$ cat config.mk
export PLATFORM = sky130hd
export DESIGN_NAME = exStage
export DESIGN_NICKNAME = d
export VERILOG_FILES = /design/src/hw/exPkg.sv /design/src/hw/exStage.sv /design/src/hw/exResultRegister.sv /design/src/hw/aluExecute.sv /design/src/hw/operandForward.sv /design/src/hw/instrDecode.sv
export SDC_FILE = /design/constraint.sdc
export NUM_CORES = 1
export LEC_CHECK = 0
export ABC_AREA = 1
export BUFFER_PORTS_ARGS = -buffer_cell sky130_fd_sc_hd__buf_2
export CORE_ASPECT_RATIO = 2
export CORE_MARGIN = 5
export CORE_UTILIZATION = 25
export CTS_CLUSTER_SIZE = 25
export DETAILED_ROUTE_END_ITERATION = 10
export PLACE_DENSITY = 0.54
export RECOVER_POWER = 50
export SKIP_CTS_REPAIR_TIMING = 1
export SYNTH_ARGS = -nofsm -noshare
export SYNTH_HDL_FRONTEND = slang
export SYNTH_SLANG_ARGS = --single-unit
$ cat constraint.sdc
create_clock -name clk -period 0.9 [get_ports clk]
set_input_delay 0.135 -clock clk [delete_from_list [all_inputs] [get_ports clk]]
set_output_delay 0.135 -clock clk [all_outputs]
set_load 0.02 [all_outputs]
$ cat src/hw/exPkg.sv
/*
 * Shared widths and data types for the execute stage
 * Instruction identifiers, formats, classes and ALU operation encodings
 */

package exPkg;

    // Data path widths
    localparam int WORD_W     = 32;
    localparam int REG_ADDR_W = 5;
    localparam int IMM_W      = 16;
    localparam int SHAMT_W    = 5;

    // Largest Tnew any instruction can carry into EX
    localparam int TNEW_MAX   = 3;

    typedef logic [WORD_W-1:0]                wordT;
    typedef logic [REG_ADDR_W-1:0]            regAddrT;
    typedef logic [IMM_W-1:0]                 imm16T;
    typedef logic [SHAMT_W-1:0]               shamtT;
    typedef logic [$clog2(TNEW_MAX+1)-1:0]    tnewT;

    // Decoded instruction identifiers
    typedef enum logic [5:0] {
        NOP,
        ADD,
        ADDU,
        SUB,
        SUBU,
        AND,
        OR,
        XOR,
        NOR,
        SLT,
        SLTU,
        SLL,
        SRL,
        SRA,
        SLLV,
        SRLV,
        SRAV,
        ADDI,
        ADDIU,
        ANDI,
        ORI,
        XORI,
        SLTI,
        SLTIU,
        LUI,
        LW,
        SW,
        BEQ,
        J
    } instrT;

    typedef enum logic [1:0] {
        FORMAT_R,
        FORMAT_I,
        FORMAT_J
    } formatT;

    // Instruction classes as seen by forwarding and write-back
    typedef enum logic [2:0] {
        FUNC_CALC_R,
        FUNC_CALC_I,
        FUNC_MEM_READ,
        FUNC_MEM_WRITE,
        FUNC_BRANCH,
        FUNC_JUMP,
        FUNC_NONE
    } funcT;

    typedef enum logic [3:0] {
        ALU_ZERO,
        ALU_ADD,
        ALU_SUB,
        ALU_AND,
        ALU_OR,
        ALU_XOR,
        ALU_NOR,
        ALU_SLT,
        ALU_SLTU,
        ALU_SLL,
        ALU_SRL,
        ALU_SRA,
        ALU_LUI
    } aluOpT;

endpackage
$ cat src/hw/exStage.sv
/*
 * Execute stage top level
 * Decode, operand bypass, ALU and EX/MEM register
 */

module exStage import exPkg::*; (
    input  logic    clk,
    input  logic    arstN,
    input  logic    stall,
    input  logic    clr,
    input  instrT   instrEx,
    input  wordT    pcEx,
    input  wordT    dataRsEx,
    input  wordT    dataRtEx,
    input  imm16T   imm16Ex,
    input  shamtT   shamtEx,
    input  regAddrT addrRsEx,
    input  regAddrT addrRtEx,
    input  regAddrT regWriteAddrEx,
    input  wordT    regWriteDataEx,
    input  tnewT    tnewEx,
    input  regAddrT regAddrMem,
    input  wordT    regDataMem,
    input  regAddrT regAddrWb,
    input  wordT    regDataWb,
    output instrT   instrMem,
    output wordT    pcMem,
    output wordT    aluOutMem,
    output wordT    memWriteDataMem,
    output regAddrT addrRtMem,
    output regAddrT regWriteAddrMem,
    output wordT    regWriteDataMem,
    output tnewT    tnewMem
);

    aluOpT aluOp;
    logic  signExt;
    logic  useImm;
    logic  shiftByShamt;
    logic  writesAlu;
    wordT  srcRs;
    wordT  srcRt;
    wordT  aluOut;

    // Format and class stay internal to the decoder here
    instrDecode decode (
        .instr        (instrEx),
        .format       (),
        .func         (),
        .aluOp        (aluOp),
        .signExt      (signExt),
        .useImm       (useImm),
        .shiftByShamt (shiftByShamt),
        .writesAlu    (writesAlu)
    );

    operandForward forward (
        .addrRs     (addrRsEx),
        .addrRt     (addrRtEx),
        .regAddrMem (regAddrMem),
        .regAddrWb  (regAddrWb),
        .dataRs     (dataRsEx),
        .dataRt     (dataRtEx),
        .regDataMem (regDataMem),
        .regDataWb  (regDataWb),
        .srcRs      (srcRs),
        .srcRt      (srcRt)
    );

    aluExecute alu (
        .srcRs        (srcRs),
        .srcRt        (srcRt),
        .imm16        (imm16Ex),
        .shamt        (shamtEx),
        .aluOp        (aluOp),
        .signExt      (signExt),
        .useImm       (useImm),
        .shiftByShamt (shiftByShamt),
        .aluOut       (aluOut)
    );

    // Store data is the bypassed Rt
    exResultRegister result (
        .clk             (clk),
        .arstN           (arstN),
        .stall           (stall),
        .clr             (clr),
        .instr           (instrEx),
        .pc              (pcEx),
        .aluOut          (aluOut),
        .storeData       (srcRt),
        .regWriteDataIn  (regWriteDataEx),
        .addrRt          (addrRtEx),
        .regWriteAddr    (regWriteAddrEx),
        .tnewIn          (tnewEx),
        .writesAlu       (writesAlu),
        .instrMem        (instrMem),
        .pcMem           (pcMem),
        .aluOutMem       (aluOutMem),
        .memWriteDataMem (memWriteDataMem),
        .regWriteDataMem (regWriteDataMem),
        .addrRtMem       (addrRtMem),
        .regWriteAddrMem (regWriteAddrMem),
        .tnewMem         (tnewMem)
    );

endmodule

$ cat src/hw/exResultRegister.sv
/*
 * Write-back data select and Tnew countdown
 * EX/MEM pipeline register with clear and hold
 */

module exResultRegister import exPkg::*; (
    input  logic    clk,
    input  logic    arstN,
    input  logic    stall,
    input  logic    clr,
    input  instrT   instr,
    input  wordT    pc,
    input  wordT    aluOut,
    input  wordT    storeData,
    input  wordT    regWriteDataIn,
    input  regAddrT addrRt,
    input  regAddrT regWriteAddr,
    input  tnewT    tnewIn,
    input  logic    writesAlu,
    output instrT   instrMem,
    output wordT    pcMem,
    output wordT    aluOutMem,
    output wordT    memWriteDataMem,
    output wordT    regWriteDataMem,
    output regAddrT addrRtMem,
    output regAddrT regWriteAddrMem,
    output tnewT    tnewMem
);

    wordT regWriteData;
    tnewT tnewNext;

    // Non-ALU instructions keep the value produced upstream
    assign regWriteData = writesAlu ? aluOut : regWriteDataIn;

    // One stage closer to ready, floor at zero
    assign tnewNext = (tnewIn == '0) ? '0 : tnewT'(tnewIn - 1'b1);

    always_ff @(posedge clk or negedge arstN) begin
        if (!arstN) begin
            instrMem        <= NOP;
            pcMem           <= '0;
            aluOutMem       <= '0;
            memWriteDataMem <= '0;
            regWriteDataMem <= '0;
            addrRtMem       <= '0;
            regWriteAddrMem <= '0;
            tnewMem         <= '0;
        end else if (clr) begin
            // Flush wins over hold
            instrMem        <= NOP;
            pcMem           <= '0;
            aluOutMem       <= '0;
            memWriteDataMem <= '0;
            regWriteDataMem <= '0;
            addrRtMem       <= '0;
            regWriteAddrMem <= '0;
            tnewMem         <= '0;
        end else if (!stall) begin
            instrMem        <= instr;
            pcMem           <= pc;
            aluOutMem       <= aluOut;
            memWriteDataMem <= storeData;
            regWriteDataMem <= regWriteData;
            addrRtMem       <= addrRt;
            regWriteAddrMem <= regWriteAddr;
            tnewMem         <= tnewNext;
        end
    end

    clrGivesNop: assert property (@(posedge clk) disable iff (!arstN)
        clr |=> (instrMem == NOP))
        else $error("instrMem not NOP after clear");

    stallHolds: assert property (@(posedge clk) disable iff (!arstN)
        (stall && !clr) |=> ($stable(instrMem) && $stable(pcMem) && $stable(aluOutMem) &&
                             $stable(memWriteDataMem) && $stable(regWriteDataMem) &&
                             $stable(addrRtMem) && $stable(regWriteAddrMem) &&
                             $stable(tnewMem)))
        else $error("EX/MEM register changed during stall");

endmodule

$ cat src/hw/aluExecute.sv
/*
 * ALU for the execute stage
 * Immediate extension, source selection and operation table
 */

module aluExecute import exPkg::*; (
    input  wordT   srcRs,
    input  wordT   srcRt,
    input  imm16T  imm16,
    input  shamtT  shamt,
    input  aluOpT  aluOp,
    input  logic   signExt,
    input  logic   useImm,
    input  logic   shiftByShamt,
    output wordT   aluOut
);

    wordT extImm;
    wordT opA;
    wordT opB;

    assign extImm = signExt ? {{(WORD_W-IMM_W){imm16[IMM_W-1]}}, imm16}
                            : {{(WORD_W-IMM_W){1'b0}}, imm16};

    // Fixed shifts take the amount from the instruction field
    assign opA = shiftByShamt ? {{(WORD_W-SHAMT_W){1'b0}}, shamt} : srcRs;
    assign opB = useImm ? extImm : srcRt;

    always_comb begin
        case (aluOp)
            ALU_ADD: begin
                aluOut = opA + opB;
            end
            ALU_SUB: begin
                aluOut = opA - opB;
            end
            ALU_AND: begin
                aluOut = opA & opB;
            end
            ALU_OR: begin
                aluOut = opA | opB;
            end
            ALU_XOR: begin
                aluOut = opA ^ opB;
            end
            ALU_NOR: begin
                aluOut = ~(opA | opB);
            end
            ALU_SLT: begin
                aluOut = ($signed(opA) < $signed(opB)) ? wordT'(1) : '0;
            end
            ALU_SLTU: begin
                aluOut = (opA < opB) ? wordT'(1) : '0;
            end
            // Shifts move B by the low bits of A
            ALU_SLL: begin
                aluOut = opB << opA[SHAMT_W-1:0];
            end
            ALU_SRL: begin
                aluOut = opB >> opA[SHAMT_W-1:0];
            end
            ALU_SRA: begin
                aluOut = wordT'($signed(opB) >>> opA[SHAMT_W-1:0]);
            end
            ALU_LUI: begin
                aluOut = {opB[IMM_W-1:0], {IMM_W{1'b0}}};
            end
            default: begin
                aluOut = '0;
            end
        endcase
    end

endmodule

$ cat src/hw/operandForward.sv
/*
 * Operand bypass for Rs and Rt
 * MEM result first, then WB result, then register file value
 */

module operandForward import exPkg::*; (
    input  regAddrT addrRs,
    input  regAddrT addrRt,
    input  regAddrT regAddrMem,
    input  regAddrT regAddrWb,
    input  wordT    dataRs,
    input  wordT    dataRt,
    input  wordT    regDataMem,
    input  wordT    regDataWb,
    output wordT    srcRs,
    output wordT    srcRt
);

    logic rsFromMem;
    logic rsFromWb;
    logic rtFromMem;
    logic rtFromWb;

    // Register 0 is hardwired, never bypass it
    assign rsFromMem = (regAddrMem == addrRs) && (regAddrMem != '0);
    assign rsFromWb  = (regAddrWb == addrRs) && (regAddrWb != '0);
    assign rtFromMem = (regAddrMem == addrRt) && (regAddrMem != '0);
    assign rtFromWb  = (regAddrWb == addrRt) && (regAddrWb != '0);

    // Older WB loses to the newer MEM value
    assign srcRs = rsFromMem ? regDataMem :
                   rsFromWb  ? regDataWb  : dataRs;
    assign srcRt = rtFromMem ? regDataMem :
                   rtFromWb  ? regDataWb  : dataRt;

    always_comb begin
        assert final (((addrRs != '0) || (srcRs == dataRs)) &&
                      ((addrRt != '0) || (srcRt == dataRt)))
            else $error("bypass value selected for register 0");
    end

endmodule

$ cat src/hw/instrDecode.sv
/*
 * Instruction classifier for the execute stage
 * Format, class, ALU operation and immediate handling per identifier
 */

module instrDecode import exPkg::*; (
    input  instrT  instr,
    output formatT format,
    output funcT   func,
    output aluOpT  aluOp,
    output logic   signExt,
    output logic   useImm,
    output logic   shiftByShamt,
    output logic   writesAlu
);

    // Format and class
    always_comb begin
        format = FORMAT_R;
        func   = FUNC_NONE;
        case (instr)
            ADD, ADDU, SUB, SUBU, AND, OR, XOR, NOR, SLT, SLTU,
            SLL, SRL, SRA, SLLV, SRLV, SRAV: begin
                format = FORMAT_R;
                func   = FUNC_CALC_R;
            end
            ADDI, ADDIU, ANDI, ORI, XORI, SLTI, SLTIU, LUI: begin
                format = FORMAT_I;
                func   = FUNC_CALC_I;
            end
            LW: begin
                format = FORMAT_I;
                func   = FUNC_MEM_READ;
            end
            SW: begin
                format = FORMAT_I;
                func   = FUNC_MEM_WRITE;
            end
            BEQ: begin
                format = FORMAT_I;
                func   = FUNC_BRANCH;
            end
            J: begin
                format = FORMAT_J;
                func   = FUNC_JUMP;
            end
            default: begin
                format = FORMAT_R;
                func   = FUNC_NONE;
            end
        endcase
    end

    // ALU operation, address calculation for loads and stores
    always_comb begin
        case (instr)
            ADD, ADDU, ADDI, ADDIU, LW, SW: aluOp = ALU_ADD;
            SUB, SUBU:                      aluOp = ALU_SUB;
            AND, ANDI:                      aluOp = ALU_AND;
            OR, ORI:                        aluOp = ALU_OR;
            XOR, XORI:                      aluOp = ALU_XOR;
            NOR:                            aluOp = ALU_NOR;
            SLT, SLTI:                      aluOp = ALU_SLT;
            SLTU, SLTIU:                    aluOp = ALU_SLTU;
            SLL, SLLV:                      aluOp = ALU_SLL;
            SRL, SRLV:                      aluOp = ALU_SRL;
            SRA, SRAV:                      aluOp = ALU_SRA;
            LUI:                            aluOp = ALU_LUI;
            default:                        aluOp = ALU_ZERO;
        endcase
    end

    // Logical immediates and LUI take the raw 16 bits
    assign signExt      = !(instr inside {ANDI, ORI, XORI, LUI});
    assign useImm       = (format == FORMAT_I);
    assign shiftByShamt = (instr inside {SLL, SRL, SRA});
    assign writesAlu    = (func == FUNC_CALC_R) || (func == FUNC_CALC_I);

    // Every calculation must map to a real ALU operation
    always_comb begin
        assert final (!writesAlu || (aluOp != ALU_ZERO))
            else $error("calculation %s decoded to ALU_ZERO", instr.name());
    end

endmodule

**Word level (Yosys, flattened, before mapping)**

Memory sizes are Yosys's and may differ from the RTL's.
Index checks and enable logic that the tools add are counted.

- Input port bits: 250
- Memories: 2
- Word-level logic and storage cells: 89
- Register bits: 146
- ROM bits: 288
- Output and inout port bits: 146

- Add/sub/neg operators: 3
- Bitwise operators: 4
- Eq/ne operators: 26
- Shift-type cells: 3
- Reduce and logical (&&, ||, !) cells: 11
- Muxes and demuxes: 30
- Magnitude comparators: 2

Memory list:

| memory | words | width | read ports | clocked after Yosys merged registers in | wr ports | line | text |
|---|---|---|---|---|---|---|---|
| (name not given) | 32 | 5 | 1 | 0 | 0 | instrDecode.sv:21 | `case (instr)` |
| (name not given) | 32 | 4 | 1 | 0 | 0 | instrDecode.sv:56 | `case (instr)` |

Operators by type and width:

| operator | number |
|---|---|
| $mux W32 | 16 |
| $pmux W32 S12 | 1 |
| $lt A32 B32 Y1 | 2 |
| $add A32 B32 Y32 | 1 |
| $and A32 B32 Y32 | 1 |
| $not A32 Y32 | 1 |
| $or A32 B32 Y32 | 1 |
| $shl A32 B5 Y32 | 1 |
| $shr A32 B5 Y32 | 1 |
| $sshr A32 B5 Y32 | 1 |
| $sub A32 B32 Y32 | 1 |
| $xor A32 B32 Y32 | 1 |
| $mux W5 | 5 |
| $eq A6 B5 Y1 const B | 4 |
| $eq A4 B4 Y1 const B | 5 |
| $eq A5 B5 Y1 | 4 |
| $eq A6 B4 Y1 const B | 3 |
| $eq A4 B3 Y1 const B | 4 |
| $mux W6 | 2 |
| $reduce_bool A5 Y1 | 2 |
| $eq A4 B2 Y1 const B | 2 |
| $mux W2 | 3 |
| $eq A4 B1 Y1 const B | 1 |
| $logic_and A1 B1 Y1 | 4 |
| other kinds (11) | 12 |

**Longest topological paths before layout**

Gate-level depths: netlist of run 1.

- Depth after elaboration: 11
- Gate-level depth with buffers: 37

**Hierarchy**

A second synthesis of run 1 with hierarchy kept.

- Cell total of the unflattened synthesis: 3,588
- Area, all modules: 19,745.2 um2

Modules (own cells, without submodules):

| module | cells each | instances | seq. area each (um2) | area each (um2) |
|---|---|---|---|---|
| aluExecute | 2,251 | 1 | 0.0 | 10,969.3 |
| exResultRegister | 723 | 1 | 3,653.5 | 5,975.7 |
| operandForward | 537 | 1 | 0.0 | 2,402.3 |
| instrDecode | 77 | 1 | 0.0 | 397.9 |

**Worst setup path after synthesis of run 1**

OpenSTA, ideal clock, no wires.

- Path type: input port to flip-flop
- Start point: input port instrEx[0]
- End point: register result.regWriteDataMem[0]
- Buffers on the path: 2
- Arrival: 3.596 ns
- Setup slack: -2.812 ns
- Data required time: 0.783 ns
- Stages on the path: 31
- Cell sequence: inv_1 > ha_1 > nand2_2 > nor2_2 > inv_2 > nand2_2 > buf_4 > buf_2 > nand3_1 > o21ai_1 > inv_1 > ha_1 > fa_1 > inv_1 > nand3_1 > nand2_1 > inv_1 > o21ai_0 > nand2_1 > nand2_1 > a21oi_1 > inv_1 > nand4_1 > nand2_1 > a21oi_1 > o21bai_1 > nor2_1 > nor2_1 > nand3_1 > nand2_1 > nand2_1

- Longest elaborated chain between the ends: 10
- Elaborated cells between the ends (all ways): 49
- Those cells by class: 2 x add/sub; 2 x order compare; 21 x eq/ne; 3 x shift; 11 x mux; 4 x bitwise; 4 x reduce/logical; 2 x memory

RTL lines:

| element | line | text |
|---|---|---|
| from (decl) | exStage.sv:11 | `input instrT instrEx,` |
| $mem_v2 Z32 W5 / $eq A6 B5 Y1 (equally long branches) | - |  |
| $mux W5 / $reduce_bool A4 Y1 (equally long branches) | instrDecode.sv:21, instrDecode.sv:74 |  |
| $eq A2 B1 Y1 / $mux W32 (equally long branches) | instrDecode.sv:75, aluExecute.sv:22 |  |
| $mux W32 | aluExecute.sv:27 | `assign opB = useImm ? extImm : srcRt;` |
| $lt A32 B32 Y1, or another cell as far along | aluExecute.sv:53 | `aluOut = (opA < opB) ? wordT'(1) : '0;` |
| $mux W1, or another cell as far along | aluExecute.sv:53 |  |
| $pmux W32 S12 | aluExecute.sv:30 | `case (aluOp)` |
| $mux W32 * | exResultRegister.sv:34 | `assign regWriteData = writesAlu ? aluOut : regWriteDataIn;` |
| $mux W32 * | exResultRegister.sv:59 | `end else if (!stall) begin` |
| $mux W32 * | exResultRegister.sv:49 | `end else if (clr) begin` |
| to (signal assigned) | exResultRegister.sv:64 | `regWriteDataMem <= regWriteData;` |
| to (decl) | exResultRegister.sv:24 | `output wordT regWriteDataMem,` |

Mark *: on every way between the ends. The rest lies on a longest branch, timed or not. The select of a mux whose other input is x is not followed.
A chain may end at the register's enable or synchronous reset.

**Worst setup path after layout of run 1**

- Start point: input port addrRtEx[2]
- End point: register result.regWriteDataMem[28]

- Longest elaborated chain between the ends: 11
- Elaborated cells between the ends (all ways): 20
- Those cells by class: 2 x add/sub; 2 x eq/ne; 3 x shift; 7 x mux; 4 x bitwise; 2 x reduce/logical

RTL lines:

| element | line | text |
|---|---|---|
| from (decl) | exStage.sv:18 | `input regAddrT addrRtEx,` |
| $eq A5 B5 Y1 | operandForward.sv:28 | `assign rtFromWb = (regAddrWb == addrRt) && (regAddrWb != '0);` |
| $logic_and A1 B1 Y1 | operandForward.sv:28 |  |
| $mux W32 | operandForward.sv:34 | `rtFromWb ? regDataWb : dataRt;` |
| $mux W32 * | operandForward.sv:33 | `assign srcRt = rtFromMem ? regDataMem :` |
| $mux W32 * | aluExecute.sv:27 |  |
| branches (longest 2 deep; another with $sub A32 B32 Y32) | - |  |
| $pmux W32 S12 * | aluExecute.sv:30 |  |
| $mux W32 * | exResultRegister.sv:34 |  |
| $mux W32 * | exResultRegister.sv:59 |  |
| $mux W32 * | exResultRegister.sv:49 |  |

Every way passes the cells marked *. The select of a mux whose other input is x is not followed.

==> out/results.ini, run 1 <==
[synth]
ys_seq_area_share_pct=19.70
syn_area_mm2=0.01855
synth_top_area_cell=dfrtp_1
synth-seq-cells=146
syn_nets=3478
yosys_warnings=0
yosysTopAreaCellShare_pct=19.70
ys_types=64
syn_area_per_cell_um2=5.947
synth.area.top_cells=dfrtp_1 20%, nand2_1 19%, nand3_1 13%
netlist_instances=3119

[grt]
grt_pass1_wl_um=161600
grt_max_degree=72
overflow=0
antenna_found_initial=5
grt_pass1_vias=25860
grt.total_usage_pct=26.90

[clocking]
clk_latency_ns=0.49
clk_path_buf_depth=2
htree_levels=4
cts_tree=built
cts_inserted_buffers=17
clk_pin_slew_ns=0.07
cts.sinks=146
cts-root-buf=clkbuf_16

[drt]
drtIter0Drc=1647
routed_wl_um=124400
ant_nets=0
drc=0
num_vias=27386
dr.pass1.iters=7
vias_per_cell=5.171
avgRoutedWirePerCell_um=23.49

[layout]
regArea_mm2=0.003656
layout-drive-gt1-share_pct=50.62
utilization_pct=48.12
layout_commonest_cell=nand2_1
final_nets=4710
fill_cells=7329
syn2layout_area_growth_pct=91.33
multi_input_area_mm2=0.01678
layout_common_cells=800 x nand2_1, 769 x buf_4, 314 x nand3_1

[die]
start_util_pct=25.15
die_w_um=202.6
core_area_mm2=0.07374
pin_count=396
num_rows=141
dieArea_mm2=0.08007
dieHeight_um=395.2

[setup_path]
critical_path_buf_inv_count=11
critPathCaptureType=register
cp_max_fo=4
crit_required_ns=1.29
worstSetupPathType=in -> reg
cp-start-kind=primary input
slowest_delay_ns=0.39
cp_top_family=simple AND/OR/NAND/NOR gates
critPathArrivalTime_ns=3.98
cpMaxStageDelayCell=fa_2

[timing]
rsz0062_at_grt=true
hold_viol=7
setup_viol=311
worst_hold_slack_ns=-0.03152
period_share_pct=399.7
slew_violations=0
worst_pin_slew_ns=0.7684
fmaxAchievable_mhz=278.0
fin_crit_ns=3.597
slew_headroom_pct=48.77
clock_skew_ns=0
fin_ws_ns=-2.697

[run]
maxCapViolCount=0

[power_and_ir_drop]
power.density_mw_per_mm2=1387
intPower_uw=26150
power.leakage_uw=0.01828
ir_worst_vdd_v=0.001561
p_switching_uw=23080
sw_frac_of_total_pct=46.89
clkPwrFrac_pct=16.4
power_frac_seq_pct=15.2
combPwrFrac_pct=68.5

[placed_design]
port_buffers=395
dp_hpwl_um=94310
place_ws_ns=-3.755
place_congestion=1.080

[hold_path]
worstHoldPathType=in -> reg

[run_status]
failed_checks=negative hold slack, negative setup slack
status=finished with violations

[state kept, by name, summed over array words and instances (netlist names)]
signal and flops:
result.pcMem 32, result.tnewMem 2, result.instrMem 6, result.regWriteDataMem 32, result.regWriteAddrMem 5, result.addrRtMem 5, result.aluOutMem 32, result.memWriteDataMem 32
[power groups by stage]
stage	Clock [uW]	Sequential, uW	Combinational [uW]
2_1_floorplan	0	8050	11500
3_3_place_gp	0	7450	25100
3_5_place_dp	0	7460	25100
4_1_cts	8250	7340	25200
5_1_grt	8420	7520	35600
6_report	8060	7470	33700
[path summary, 6_finish.rpt]
check,from,slack (ns),cells past startpoint,end
worst max-delay path,addrRtEx[2],-2.70,35,result.regWriteDataMem[28]$_DFFE_PN0P_
worst min-delay path,regWriteDataEx[9],-0.03,5,result.regWriteDataMem[9]$_DFFE_PN0P_
worst min register to register,result.aluOutMem[22]$_DFFE_PN0P_,0.49,2,result.aluOutMem[22]$_DFFE_PN0P_
worst max register to register,result.pcMem[26]$_DFFE_PN0P_,0.01,2,result.pcMem[26]$_DFFE_PN0P_
min in group asynchronous,arstN,0.28,2,result.aluOutMem[19]$_DFFE_PN0P_
max in group asynchronous,arstN,-0.08,3,result.regWriteDataMem[16]$_DFFE_PN0P_
[layout make-up]
class / count / area share (%)
multi-input cells: 2448 / 47.28
clock buffers: 20 / 1.259
flip-flops and latches: 146 / 10.30
diodes: 3 / 0.02115
repair inverters: 1 / 0.04583
repair buffers: 1382 / 33.27
inverters: 355 / 4.069
clock inverters: 12 / 0.4760
well taps: 929 / 3.275
[metal layers]
| layer | GRT usage, % | vias to the layer above | part of all wire [%] |
|---|---|---|---|
| li1 | - | 12756 | - |
| met1 | 26.58 | 12761 | 32 |
| met2 | 48.21 | 1309 | 49 |
| met3 | 4.872 | 558 | 6.5 |
| met4 | 22.62 | 2 | 12 |
| met5 | 0 | - | 0.014 |
[cell usage after synthesis, drive strengths merged]
cell and count:
o2111ai 9, a31oi 7, xor2 6, a31o 2
a221oi 13, a32o 1, inv 353, buf 97
a21oi 158, o21ai 213, a21boi 5, o21bai 7
a22o 38, a2111oi 3, nand3b 5, ha 107
clkbuf 73, nor3 12, clkinv 2, or2 16
nand3 489, nor4 7, nand4 28, a21o 32
o22ai 14, fa 2, nor2 220, o211a 3
o21a 4, a22oi 4, o211ai 13, nor2b 1
xnor2 9, nand2 996, o31ai 1, and2 4
dfrtp 146, o221ai 10, a211oi 9
[per-stage QoR]
stage | instance area [um^2] | power (uW) | TNS (ns) | std cells
6_report | 35490 | 49230 | -202.00 | 5296
3_3_place_gp | 27430 | 32590 | -239.03 | 5001
5_1_grt | 35480 | 51540 | -226.72 | 5293
3_5_place_dp | 27430 | 32600 | -240.26 | 5001
4_1_cts | 28040 | 40810 | -222.25 | 5033
2_1_floorplan | 19420 | 19530 | -141.76 | 3119
[kinds of logic (layout without fill, tap and decap cells)]
logic type	Yosys count	count (layout)	share of synthesized area [%]
AO/OA/AOI/OAI	546	546	17.86
XOR/XNOR	15	15	0.7083
adder cells (fa/ha/maj)	109	109	7.434
buffers and inverters	525	1770	12.49
flip-flops	146	146	19.70
other	0	3	0
AND/OR/NAND/NOR	1778	1778	41.81
[worst reg2reg max path, cell delays in order, from the launching register on]
cell and delay (ns):
dfrtp_1 0.42, buf_4 0.15, a22o_1 0.20
Note: power is estimated with default switching activity, not from simulation.
==> inputs of run 2 (changes only) <==
--- a/config.mk
+++ b/config.mk
@@ -17,4 +17,5 @@
 export SKIP_CTS_REPAIR_TIMING = 1
 export SYNTH_ARGS = -nofsm -noshare
 export SYNTH_HDL_FRONTEND = slang
+export SYNTH_HIERARCHICAL = 1
 export SYNTH_SLANG_ARGS = --single-unit
==> out/results.ini, run 2 <==
[die]
core_area_mm2=0.07819
dieHeight_um=407.2
pin_count=396
die_w_um=208.6
start_util_pct=25.21
num_rows=145
dieArea_mm2=0.08492

[power_and_ir_drop]
power_frac_seq_pct=15.6
p_switching_uw=21980
clkPwrFrac_pct=17.1
power.leakage_uw=0.01912
ir_worst_vdd_v=0.001612
sw_frac_of_total_pct=46.97
power.density_mw_per_mm2=1360
intPower_uw=24820
combPwrFrac_pct=67.3
p_total_uw=46810

[placed_design]
place_congestion=1.193
port_buffers=395
dp_hpwl_um=109200
place_ws_ns=-3.274

[synth]
syn_nets=3929
yosys_warnings=6
netlist_instances=3582
syn_area_mm2=0.01972
syn_area_per_cell_um2=5.504

[timing]
fin_ws_ns=-2.354
worst_hold_slack_ns=-0.05416
fin_crit_ns=3.254
setup_viol=323
slew_violations=0
period_share_pct=361.6
worst_pin_slew_ns=0.6170
slew_headroom_pct=58.43
hold_viol=9
fmaxAchievable_mhz=307.3
rsz0062_at_grt=true
clock_skew_ns=0

[hold_path]
worstHoldPathType=in -> reg

[setup_path]
cpMaxStageDelayCell=fa_2
crit_top_cell=nand2_1
cp_max_fo=8
crit_required_ns=1.27
slowest_delay_ns=0.42
critPathCaptureType=register
cp-start-kind=primary input
worstSetupPathType=in -> reg
critPathArrivalTime_ns=3.62

[layout]
syn2layout_area_growth_pct=74.54
final_nets=5153
utilization_pct=44.01
layout-drive-gt1-share_pct=41.32
fill_cells=8267
layout_common_cells=1300 x nand2_1, 782 x buf_4, 477 x nand3_1
layout_commonest_cell=nand2_1

[grt]
grt.total_usage_pct=28.61
overflow=0
grt_pass1_wl_um=179900
grt_max_degree=39
antenna_found_initial=14
grt_pass1_vias=27498

[run_status]
status=finished with violations
failed_checks=negative hold slack, negative setup slack

[drt]
drtIter0Drc=1818
drc=0
avgRoutedWirePerCell_um=22.66
dr.pass1.iters=5
vias_per_cell=4.907
ant_nets=0
num_vias=28727
routed_wl_um=132600

[run]
maxCapViolCount=0

[clocking]
htree_levels=4
cts_inserted_buffers=17
cts_tree=built
clk_path_buf_depth=2
cts.sinks=146
clk_pin_slew_ns=0.06
clk_latency_ns=0.48
cts-root-buf=clkbuf_16

## run 2: worst max-delay path: cells and delay by family
kind                       cells  cell delay, ns
and+or+nand+nor               18            1.75
buffers and inverters          5            0.58
adders and majority gates      2            0.56
AOI/OAI and AO/OA              3            0.39
xor gates and xnor gates       1            0.17
## run 2: layout make-up
cell class / instances / area [um^2] / area share (%)
sequential: 146 / 3657 / 10.63
inverter: 447 / 1769 / 5.141
timing repair buffer: 1375 / 10850 / 31.54
antenna: 6 / 15.01 / 0.04363
multi-input combinational: 2819 / 16190 / 47.05
clock buffer: 19 / 442.9 / 1.287
tap: 1029 / 1287 / 3.741
clock inverter: 13 / 195.2 / 0.5672
## run 2: worst paths after layout
path / startpoint / endpoint / slack, ns / depth (start not counted)
hold / removal: regWriteDataEx[2] / result/regWriteDataMem[2]$_DFFE_PN0P_ / -0.05 / 5
hold reg to reg: result/pcMem[10]$_DFFE_PN0P_ / result/pcMem[10]$_DFFE_PN0P_ / 0.47 / 2
max in group asynchronous: arstN / result/memWriteDataMem[28]$_DFFE_PN0P_ / -0.11 / 4
setup reg to reg: result/aluOutMem[31]$_DFFE_PN0P_ / result/aluOutMem[31]$_DFFE_PN0P_ / 0.01 / 2
setup / recovery: addrRsEx[0] / result/regWriteDataMem[8]$_DFFE_PN0P_ / -2.35 / 29
min in group asynchronous: arstN / result/memWriteDataMem[25]$_DFFE_PN0P_ / 0.03 / 2
## run 2: metal layers
metal,up-vias,wire length (um),share of wire (%),global-route usage (%)
li1,13785,-,-,-
met1,13169,43960,33,28.29
met2,1266,64090,48,49.54
met3,493,8188,6.2,5.096
met4,14,16330,12,27.52
met5,-,64,0.048,0
## run 2: metrics by stage
stage | instances | hold WS, ns | instance area (um^2) | setup TNS (ns)
after CTS | 5674 | -0.5972 | 29810 | -212.68
after global routing | 5852 | 0.0002133 | 34410 | -221.93
after global placement | 5642 | -0.06781 | 29170 | -221.34
after detailed placement | 5642 | -0.06731 | 29170 | -224.15
final | 5854 | -0.05416 | 34410 | -190.00
after floorplan | 3582 | -0.1606 | 20430 | -126.07
## run 2: power by group through the flow
stage	Clock [uW]	Combinational, uW	Sequential, uW
floorplan	0	11700	7980
global placement	0	26400	7420
detailed placement	0	26400	7420
CTS	8220	26500	7310
global route	8420	33300	7370
finish	8010	31500	7320
